===== config.mk =====
export PLATFORM = sky130hd
export DESIGN_NAME = arm_dp_top
export DESIGN_NICKNAME = d
export VERILOG_FILES = /design/src/common/arm_dp_pkg.sv /design/src/common/dx_if.sv /design/src/decode/decode_stage.sv /design/src/execute/barrel_shift.sv /design/src/execute/execute_stage.sv /design/src/hdl/arm_dp_top.sv /design/src/result/reg_file.sv /design/src/result/result_stage.sv
export VERILOG_INCLUDE_DIRS = /design/src /design/src/common
export SDC_FILE = /design/constraint.sdc
export NUM_CORES = 2
export LEC_CHECK = 0
export ABC_AREA = 1
export BUFFER_PORTS_ARGS = -buffer_cell sky130_fd_sc_hd__clkbuf_2
export CAP_MARGIN = 30
export CORE_MARGIN = 2
export CORE_UTILIZATION = 30
export CTS_CLUSTER_DIAMETER = 40
export CTS_CLUSTER_SIZE = 10
export DETAILED_ROUTE_END_ITERATION = 7
export MAX_ROUTING_LAYER = met4
export PLACE_DENSITY = 0.43
export SLEW_MARGIN = 10
export SYNTH_ARGS = -nofsm -noshare
export SYNTH_HDL_FRONTEND = slang
export SYNTH_SLANG_ARGS = --single-unit

===== constraint.sdc =====
create_clock -name clk -period 26.7 [get_ports clk]
set_input_delay 6.675 -clock clk [delete_from_list [all_inputs] [get_ports clk]]
set_output_delay 6.675 -clock clk [all_outputs]
set_load 0.05 [all_outputs]

===== src/common/arm_dp_macros.svh =====
`ifndef ARM_DP_MACROS_SVH
`define ARM_DP_MACROS_SVH

// datapath widths
`define ARM_DP_XLEN     32
`define ARM_DP_REG_AW   4
`define ARM_DP_IMM_W    8
`define ARM_DP_SHAMT_W  5

// data-processing opcodes, instr[24:21]
`define ARM_DP_OP_AND   4'b0000
`define ARM_DP_OP_EOR   4'b0001
`define ARM_DP_OP_SUB   4'b0010
`define ARM_DP_OP_ADD   4'b0100
`define ARM_DP_OP_CMP   4'b1010
`define ARM_DP_OP_ORR   4'b1100
`define ARM_DP_OP_MOV   4'b1101

// condition field, instr[31:28]
`define ARM_DP_COND_EQ  4'b0000
`define ARM_DP_COND_NE  4'b0001
`define ARM_DP_COND_CS  4'b0010
`define ARM_DP_COND_CC  4'b0011
`define ARM_DP_COND_MI  4'b0100
`define ARM_DP_COND_PL  4'b0101
`define ARM_DP_COND_VS  4'b0110
`define ARM_DP_COND_VC  4'b0111
`define ARM_DP_COND_HI  4'b1000
`define ARM_DP_COND_LS  4'b1001
`define ARM_DP_COND_GE  4'b1010
`define ARM_DP_COND_LT  4'b1011
`define ARM_DP_COND_GT  4'b1100
`define ARM_DP_COND_LE  4'b1101
`define ARM_DP_COND_AL  4'b1110

`endif


===== src/common/arm_dp_pkg.sv =====
`include "arm_dp_macros.svh"

package arm_dp_pkg;

    // data word and register index
    typedef logic [`ARM_DP_XLEN-1:0]    word_t;
    typedef logic [`ARM_DP_REG_AW-1:0]  reg_addr_t;

    // instruction fields
    typedef logic [3:0]                 opcode_t;
    typedef logic [3:0]                 cond_t;

    // shift type: 00 lsl, 01 lsr, 10 asr, 11 ror
    typedef logic [1:0]                 shift_t;
    typedef logic [`ARM_DP_SHAMT_W-1:0] shamt_t;

    // {n, z, c, v}
    typedef logic [3:0]                 flags_t;

endpackage


===== src/common/dx_if.sv =====
`timescale 1ns/1ps

interface dx_if import arm_dp_pkg::*; ();

    logic      valid;
    cond_t     cond;
    opcode_t   opcode;
    logic      set_flags;
    logic      writes_reg;
    reg_addr_t rd;
    reg_addr_t rn_addr;
    reg_addr_t rm_addr;
    // register file values, forwarding applied in execute
    word_t     rn_val;
    word_t     rm_val;
    logic      use_imm;
    word_t     imm;
    shift_t    sh_type;
    shamt_t    shamt;

    modport decode (
        output valid, cond, opcode, set_flags, writes_reg, rd,
        output rn_addr, rm_addr, rn_val, rm_val, use_imm, imm, sh_type, shamt
    );

    modport execute (
        input valid, cond, opcode, set_flags, writes_reg, rd,
        input rn_addr, rm_addr, rn_val, rm_val, use_imm, imm, sh_type, shamt
    );

endinterface


===== src/decode/decode_stage.sv =====
`timescale 1ns/1ps
`include "arm_dp_macros.svh"

module decode_stage import arm_dp_pkg::*; (
    input  logic      clk,
    input  logic      reset,
    input  logic      instr_valid,
    input  word_t     instr,
    output reg_addr_t rn_addr,
    output reg_addr_t rm_addr,
    input  word_t     rn_val,
    input  word_t     rm_val,
    dx_if.decode      dx
);

    logic    valid_q;
    word_t   instr_q;
    opcode_t opcode;
    logic    known_op;
    logic    writes_op;
    logic    is_cmp;

    // instruction register
    always_ff @(posedge clk or posedge reset) begin
        if (reset) begin
            valid_q <= 1'b0;
            instr_q <= '0;
        end else begin
            valid_q <= instr_valid;
            instr_q <= instr;
        end
    end

    ////////////////////
    // field decode
    assign opcode = instr_q[24:21];
    assign is_cmp = (opcode == `ARM_DP_OP_CMP);

    always_comb begin
        case (opcode)
            `ARM_DP_OP_AND, `ARM_DP_OP_EOR, `ARM_DP_OP_SUB,
            `ARM_DP_OP_ADD, `ARM_DP_OP_ORR, `ARM_DP_OP_MOV: begin
                known_op  = 1'b1;
                writes_op = 1'b1;
            end
            // compare only, no destination
            `ARM_DP_OP_CMP: begin
                known_op  = 1'b1;
                writes_op = 1'b0;
            end
            default: begin
                known_op  = 1'b0;
                writes_op = 1'b0;
            end
        endcase
    end

    // register read ports, rn and rm
    assign rn_addr = instr_q[19:16];
    assign rm_addr = instr_q[3:0];

    assign dx.valid      = valid_q;
    assign dx.cond       = instr_q[31:28];
    assign dx.opcode     = opcode;
    assign dx.set_flags  = is_cmp | (instr_q[20] & known_op);
    assign dx.writes_reg = writes_op;
    assign dx.rd         = instr_q[15:12];
    assign dx.rn_addr    = rn_addr;
    assign dx.rm_addr    = rm_addr;
    assign dx.rn_val     = rn_val;
    assign dx.rm_val     = rm_val;
    assign dx.use_imm    = instr_q[25];
    // rotate field ignored, plain zero-extended byte
    assign dx.imm = {{(`ARM_DP_XLEN-`ARM_DP_IMM_W){1'b0}}, instr_q[`ARM_DP_IMM_W-1:0]};
    assign dx.sh_type    = instr_q[6:5];
    assign dx.shamt      = instr_q[11:7];

    a_opcode_known: assert property (
        @(posedge clk) disable iff (reset) dx.valid |-> !$isunknown(dx.opcode)
    );

endmodule


===== src/execute/barrel_shift.sv =====
`timescale 1ns/1ps
`include "arm_dp_macros.svh"

module barrel_shift import arm_dp_pkg::*; (
    input  word_t  value,
    input  shift_t sh_type,
    input  shamt_t shamt,
    output word_t  shifted
);

    logic [2*`ARM_DP_XLEN-1:0] rot;

    // rotate as a shift of the doubled word
    assign rot = {value, value} >> shamt;

    always_comb begin
        if (shamt == '0) begin
            // amount 0 is no shift for every type
            shifted = value;
        end else begin
            case (sh_type)
                // lsl
                2'b00: shifted = value << shamt;
                // lsr
                2'b01: shifted = value >> shamt;
                // asr, sign fill
                2'b10: shifted = word_t'($signed(value) >>> shamt);
                // ror
                default: shifted = rot[`ARM_DP_XLEN-1:0];
            endcase
        end
    end

endmodule


===== src/execute/execute_stage.sv =====
`timescale 1ns/1ps
`include "arm_dp_macros.svh"

module execute_stage import arm_dp_pkg::*; (
    input  logic      clk,
    input  logic      reset,
    dx_if.execute     dx,
    input  logic      wr_valid,
    input  reg_addr_t wr_addr,
    input  word_t     wr_data,
    output logic      res_valid,
    output reg_addr_t res_addr,
    output word_t     res_data,
    output flags_t    flags
);

    logic      valid_q, set_flags_q, writes_reg_q, use_imm_q;
    cond_t     cond_q;
    opcode_t   opcode_q;
    reg_addr_t rd_q, rn_addr_q, rm_addr_q;
    word_t     rn_val_q, rm_val_q, imm_q;
    shift_t    sh_type_q;
    shamt_t    shamt_q;

    word_t     op_a, op_b_reg, op_b_shifted, op_b;
    logic [`ARM_DP_XLEN:0] sum, diff;
    word_t     result;
    flags_t    new_flags;
    logic      pass;

    ////////////////////
    // execute register
    always_ff @(posedge clk or posedge reset) begin
        if (reset) begin
            valid_q <= 1'b0;
            set_flags_q <= 1'b0;
            writes_reg_q <= 1'b0;
            use_imm_q <= 1'b0;
            cond_q <= '0;
            opcode_q <= '0;
            rd_q <= '0;
            rn_addr_q <= '0;
            rm_addr_q <= '0;
            rn_val_q <= '0;
            rm_val_q <= '0;
            imm_q <= '0;
            sh_type_q <= '0;
            shamt_q <= '0;
        end else begin
            valid_q <= dx.valid;
            set_flags_q <= dx.set_flags;
            writes_reg_q <= dx.writes_reg;
            use_imm_q <= dx.use_imm;
            cond_q <= dx.cond;
            opcode_q <= dx.opcode;
            rd_q <= dx.rd;
            rn_addr_q <= dx.rn_addr;
            rm_addr_q <= dx.rm_addr;
            rn_val_q <= dx.rn_val;
            rm_val_q <= dx.rm_val;
            imm_q <= dx.imm;
            sh_type_q <= dx.sh_type;
            shamt_q <= dx.shamt;
        end
    end

    // forward from the writeback register
    assign op_a     = (wr_valid && wr_addr == rn_addr_q) ? wr_data : rn_val_q;
    assign op_b_reg = (wr_valid && wr_addr == rm_addr_q) ? wr_data : rm_val_q;

    barrel_shift barrel_shift_i (
        .value   (op_b_reg),
        .sh_type (sh_type_q),
        .shamt   (shamt_q),
        .shifted (op_b_shifted)
    );

    assign op_b = use_imm_q ? imm_q : op_b_shifted;

    ////////////////////
    // alu
    assign sum  = {1'b0, op_a} + {1'b0, op_b};
    // carry out of a + ~b + 1 is the not-borrow
    assign diff = {1'b0, op_a} + {1'b0, ~op_b} + {{`ARM_DP_XLEN{1'b0}}, 1'b1};

    always_comb begin
        result = '0;
        new_flags = flags;
        case (opcode_q)
            `ARM_DP_OP_AND: result = op_a & op_b;
            `ARM_DP_OP_EOR: result = op_a ^ op_b;
            `ARM_DP_OP_ORR: result = op_a | op_b;
            `ARM_DP_OP_MOV: result = op_b;
            `ARM_DP_OP_ADD: result = sum[`ARM_DP_XLEN-1:0];
            `ARM_DP_OP_SUB, `ARM_DP_OP_CMP: result = diff[`ARM_DP_XLEN-1:0];
            default: result = '0;
        endcase
        // n and z from every op
        // c and v only from arithmetic
        new_flags[3] = result[`ARM_DP_XLEN-1];
        new_flags[2] = (result == '0);
        if (opcode_q == `ARM_DP_OP_ADD) begin
            new_flags[1] = sum[`ARM_DP_XLEN];
            new_flags[0] = (op_a[`ARM_DP_XLEN-1] == op_b[`ARM_DP_XLEN-1]) &&
                           (result[`ARM_DP_XLEN-1] != op_a[`ARM_DP_XLEN-1]);
        end else if (opcode_q == `ARM_DP_OP_SUB || opcode_q == `ARM_DP_OP_CMP) begin
            new_flags[1] = diff[`ARM_DP_XLEN];
            new_flags[0] = (op_a[`ARM_DP_XLEN-1] != op_b[`ARM_DP_XLEN-1]) &&
                           (result[`ARM_DP_XLEN-1] != op_a[`ARM_DP_XLEN-1]);
        end
    end

    // condition check against the stored flags
    always_comb begin
        case (cond_q)
            `ARM_DP_COND_EQ: pass = flags[2];
            `ARM_DP_COND_NE: pass = !flags[2];
            `ARM_DP_COND_CS: pass = flags[1];
            `ARM_DP_COND_CC: pass = !flags[1];
            `ARM_DP_COND_MI: pass = flags[3];
            `ARM_DP_COND_PL: pass = !flags[3];
            `ARM_DP_COND_VS: pass = flags[0];
            `ARM_DP_COND_VC: pass = !flags[0];
            `ARM_DP_COND_HI: pass = flags[1] && !flags[2];
            `ARM_DP_COND_LS: pass = !flags[1] || flags[2];
            `ARM_DP_COND_GE: pass = (flags[3] == flags[0]);
            `ARM_DP_COND_LT: pass = (flags[3] != flags[0]);
            `ARM_DP_COND_GT: pass = !flags[2] && (flags[3] == flags[0]);
            `ARM_DP_COND_LE: pass = flags[2] || (flags[3] != flags[0]);
            `ARM_DP_COND_AL: pass = 1'b1;
            // 1111 never executes
            default: pass = 1'b0;
        endcase
    end

    // nzcv register
    always_ff @(posedge clk or posedge reset) begin
        if (reset) begin
            flags <= '0;
        end else if (valid_q && pass && set_flags_q) begin
            flags <= new_flags;
        end
    end

    assign res_valid = valid_q && pass && writes_reg_q;
    assign res_addr  = rd_q;
    assign res_data  = result;

    a_res_addr_known: assert property (
        @(posedge clk) disable iff (reset) res_valid |-> !$isunknown(res_addr)
    );

endmodule


===== src/hdl/arm_dp_top.sv =====
`timescale 1ns/1ps

module arm_dp_top import arm_dp_pkg::*; (
    input  logic      clk,
    input  logic      reset,
    input  logic      instr_valid,
    input  word_t     instr,
    output logic      wb_valid,
    output reg_addr_t wb_addr,
    output word_t     wb_data,
    output flags_t    flags
);

    reg_addr_t rn_addr, rm_addr;
    word_t     rn_val, rm_val;
    logic      res_valid;
    reg_addr_t res_addr;
    word_t     res_data;

    dx_if dx ();

    ////////////////////
    // decode
    decode_stage decode_stage_i (
        .clk         (clk),
        .reset       (reset),
        .instr_valid (instr_valid),
        .instr       (instr),
        .rn_addr     (rn_addr),
        .rm_addr     (rm_addr),
        .rn_val      (rn_val),
        .rm_val      (rm_val),
        .dx          (dx.decode)
    );

    ////////////////////
    // execute, forwarding from the wb ports
    execute_stage execute_stage_i (
        .clk       (clk),
        .reset     (reset),
        .dx        (dx.execute),
        .wr_valid  (wb_valid),
        .wr_addr   (wb_addr),
        .wr_data   (wb_data),
        .res_valid (res_valid),
        .res_addr  (res_addr),
        .res_data  (res_data),
        .flags     (flags)
    );

    ////////////////////
    // writeback
    result_stage result_stage_i (
        .clk       (clk),
        .reset     (reset),
        .res_valid (res_valid),
        .res_addr  (res_addr),
        .res_data  (res_data),
        .wr_valid  (wb_valid),
        .wr_addr   (wb_addr),
        .wr_data   (wb_data)
    );

    reg_file reg_file_i (
        .clk      (clk),
        .reset    (reset),
        .wr_valid (wb_valid),
        .wr_addr  (wb_addr),
        .wr_data  (wb_data),
        .rn_addr  (rn_addr),
        .rm_addr  (rm_addr),
        .rn_val   (rn_val),
        .rm_val   (rm_val)
    );

endmodule


===== src/result/reg_file.sv =====
`timescale 1ns/1ps
`include "arm_dp_macros.svh"

module reg_file import arm_dp_pkg::*; (
    input  logic      clk,
    input  logic      reset,
    input  logic      wr_valid,
    input  reg_addr_t wr_addr,
    input  word_t     wr_data,
    input  reg_addr_t rn_addr,
    input  reg_addr_t rm_addr,
    output word_t     rn_val,
    output word_t     rm_val
);

    localparam int NUM_REGS = 1 << `ARM_DP_REG_AW;

    word_t regs [NUM_REGS];

    always_ff @(posedge clk or posedge reset) begin
        if (reset) begin
            for (int i = 0; i < NUM_REGS; i++) begin
                regs[i] <= '0;
            end
        end else if (wr_valid) begin
            regs[wr_addr] <= wr_data;
        end
    end

    // write-through read returns the value being written
    assign rn_val = (wr_valid && wr_addr == rn_addr) ? wr_data : regs[rn_addr];
    assign rm_val = (wr_valid && wr_addr == rm_addr) ? wr_data : regs[rm_addr];

    a_wr_addr_known: assert property (
        @(posedge clk) disable iff (reset) wr_valid |-> !$isunknown(wr_addr)
    );

endmodule


===== src/result/result_stage.sv =====
`timescale 1ns/1ps

module result_stage import arm_dp_pkg::*; (
    input  logic      clk,
    input  logic      reset,
    input  logic      res_valid,
    input  reg_addr_t res_addr,
    input  word_t     res_data,
    output logic      wr_valid,
    output reg_addr_t wr_addr,
    output word_t     wr_data
);

    // writeback register
    // feeds the register file write port and the execute forward path
    always_ff @(posedge clk or posedge reset) begin
        if (reset) begin
            wr_valid <= 1'b0;
            wr_addr <= '0;
            wr_data <= '0;
        end else begin
            wr_valid <= res_valid;
            wr_addr <= res_addr;
            wr_data <= res_data;
        end
    end

endmodule


==> results.yml <==
detailed_routing:
  num_vias: 44275
  ant_nets: 0
  dr.pass1.iters: 6
  drt_iter0_drc: 4932
  wire_per_inst_um: 25.2
  drc: 0
  drt-total-wl_mm: 201
  avgViaCountPerCell: 5.57
sta:
  finalCriticalPeriod_ns: 8.89
  slew-limit-headroom_pct: 30.0
  fin_crit_sh_pct: 33.3
  hold_ws_ns: 0.339
  setup_slack_ns: 17.81
  drv_slew: 0
  skew_ns: 0.0298
  setup_tns_ns: 0
  rsz0062_at_grt: "no"
  final_hold_viol_count: 0
  max_freq_mhz: 112
  setup_viol: 0
  worst_slew_pin_slew_ns: 1.05
cts:
  cts_tree: "done"
  cts_buffers: 139
  insertion_delay_ns: 0.78
  clockBufferDepth: 3
  cts_root_buffer: "clkbuf_16"
  clock-sinks: 680
  clkSlewWorstSetupHoldPaths_ns: 0.04
  postCtsSetupBuffers: 0
  ctsHoldBuffers: 0
  post_cts_resized: 0
  cts_max_level: 4
power:
  finalPower_mw: 3.94
  power.switching_mw: 1.33
  ir_drop_mv: 0.0725
  p_int_mw: 2.61
  combPwrFrac_pct: 20.3
  p_seq_share_pct: 32.2
  switching_share_pct: 33.8
  powerDensity_nw_per_um2: 78.1
  static-leakage-power_nw: 22.5
  power.clock.fraction_pct: 47.5
final_layout:
  fin_cells: 7954
  area_growth_pct: 17.0
  fin_nets: 6069
  multiInputGateArea_um2: 22900
  stdcell_area_um2: 50400
  fin_util_pct: 35.3
  seqCellArea_um2: 17000
  fillers: 15264
  drive_gt1_share_pct: 9.09
worst_setup_path:
  r2r_start: "result_stage_i.wr_valid"
  r2r-end: "execute_stage_i.flags[2]"
  crit_type: "input port to async pin"
  ff2ff_setup_slack_ns: 18.96
  startpoint_type: "input port"
  arrival_ns: 9.66
  reg2reg_depth: 35
  worstPathRequired_ns: 27.47
  cp_max_fo: 130
  critPathCaptureType: "async pin"
logic_synthesis:
  netlist.area_leader.share_pct: 39.5
  synthTopCellsByArea: "dfrtp_1 (40%), o21ai_0 (14%), nand2_1 (8.9%)"
  synth_edf_count: 0
  ys_ff_latch: 680
  synthTopCellsByCount: "o21ai_0 (1169), nand2_1 (1025), nor2_1 (690)"
  synth_nets: 6221
  yosysSeqAreaShare_pct: 39.5
  yosysMostFrequentCell: "o21ai_0"
  synth_top_area_cell: "dfrtp_1"
  yosysUniqueCellTypes: 59
  postSynth.asyncResetShare_pct: 100
  synth_cells: 6087
  yosys_warnings: 0
  ys.flop_type: "dfrtp_1"
  syn_avg_cell_area_um2: 7.07
  syn_area_um2: 43100
global_routing:
  grt_util_all_layers_pct: 27.7
  grt_max_degree: 174
  grt_overflow: 0
  antenna_found_initial: 1
  grt_pass1_wl_mm: 293
  grt_pass1_vias: 41852
floorplan:
  core-area_um2: 143000
  std_cell_rows: 139
  io_pins: 76
  fp.dieW_um: 383
  dieArea_um2: 147000
  die_y_um: 383
  initial_core_util_pct: 30.1
worst_hold_path:
  hold_depth: 0
  min-delay-start: "decode_stage_i.instr_q[14]"
  hold_path_end: "execute_stage_i.res_addr[2]"
  hold_path.class: "register to register"
place:
  port_buffers: 73
  numPlacedInstances: 7693
  pre_cts_ws_ns: 16.62
  hpwlAfterDp_mm: 130
  place_area_um2: 45200
  finalWeightedCongestion: 0.982
flow_run:
  cap_violations: 0
run_status:
  status: "finished, final reports clean"
[layout by cell type, fill, tap and decap left out, types with 20 or more instances in the layout]
cell type	instances
dfrtp_1	670
nand4_1	73
a31oi_1	85
clkinv_2	25
nand2_1	1017
nor2_1	687
nor3_1	20
clkbuf_8	26
buf_4	88
bufinv_16	20
o221ai_1	122
o21ai_0	1162
o211ai_1	76
nand3_1	630
ha_1	97
nand3_2	21
clkbuf_2	73
inv_1	362
clkbuf_16	140
a21oi_1	350
o22ai_1	31
[worst max path at each step]
stage / cells after the start / end / slack [ns] / startpoint
final: 5 / execute_stage_i.imm_q[6] / 17.81 / reset
after floorplan: 1 / decode_stage_i.dx.valid / 0.96 / reset
after detailed placement: 5 / decode_stage_i.instr_q[18] / 16.62 / reset
after global placement: 5 / decode_stage_i.instr_q[18] / 16.65 / reset
after CTS: 5 / decode_stage_i.instr_q[18] / 17.46 / reset
after global routing: 5 / execute_stage_i.imm_q[6] / 17.38 / reset
[cell families (layout without fill, tap and decap cells)]
group                    count (synthesis)  in the layout  share of synthesized area [%]
AND/OR/NAND/NOR                       2520           2520                           25.0
AO/OA/AOI/OAI                         1906           1906                           24.5
buffers and inverters                  869            830                           7.80
flip-flops                             680            680                           39.5
adder cells (fa/ha/maj)                 99             99                           2.91
XOR/XNOR                                13             13                          0.264
other                                    0              3                              0
[power by group through the flow]
stage                     clock (mW)  sequential, mW  combinational (mW)
after floorplan                    0            1.26               0.503
after global placement             0            1.28               0.782
after detailed placement           0            1.28               0.787
after CTS                       1.91            1.27               0.791
after global routing            1.96            1.28               0.883
final                           1.87            1.27               0.798
[registers in the layout (all words and copies together) (netlist names), 3 cells and up]
name,cells
decode_stage_i.instr_q,30
execute_stage_i.cond_q,4
execute_stage_i.flags,4
execute_stage_i.imm_q,3
execute_stage_i.opcode_q,4
execute_stage_i.res_addr,4
execute_stage_i.rm_addr_q,3
execute_stage_i.rm_val_q,32
execute_stage_i.rn_addr_q,4
execute_stage_i.rn_val_q,32
execute_stage_i.shamt_q,5
reg_file_i.regs,512
result_stage_i.wr_addr,4
result_stage_i.wr_data,32
[final cells by class]
class / instances / share of cell area [%]
multi-input combinational: 4538 / 45.4
timing repair buffer: 188 / 3.02
tap: 1903 / 4.72
antenna: 3 / 0.0149
inverter: 388 / 2.97
sequential: 680 / 33.8
clock inverter: 78 / 2.30
clock buffer: 176 / 7.74
[critical path, cell delays in order]
cell and delay, ns:
clkbuf_2 0.12, inv_8 0.36, buf_12 0.58, buf_4 0.79, buf_4 0.80
[layer usage]
layer | vias to the layer above | track usage (%) | share of wire (%)
met3 | 356 | 4.21 | 6.1
met4 | 0 | 11.6 | 4.4
met1 | 21439 | 36.4 | 44
met2 | 1801 | 42.6 | 45
li1 | 20679 | - | -
met5 | - | - | 0
No activity file was read; power rests on OpenSTA's default activity.
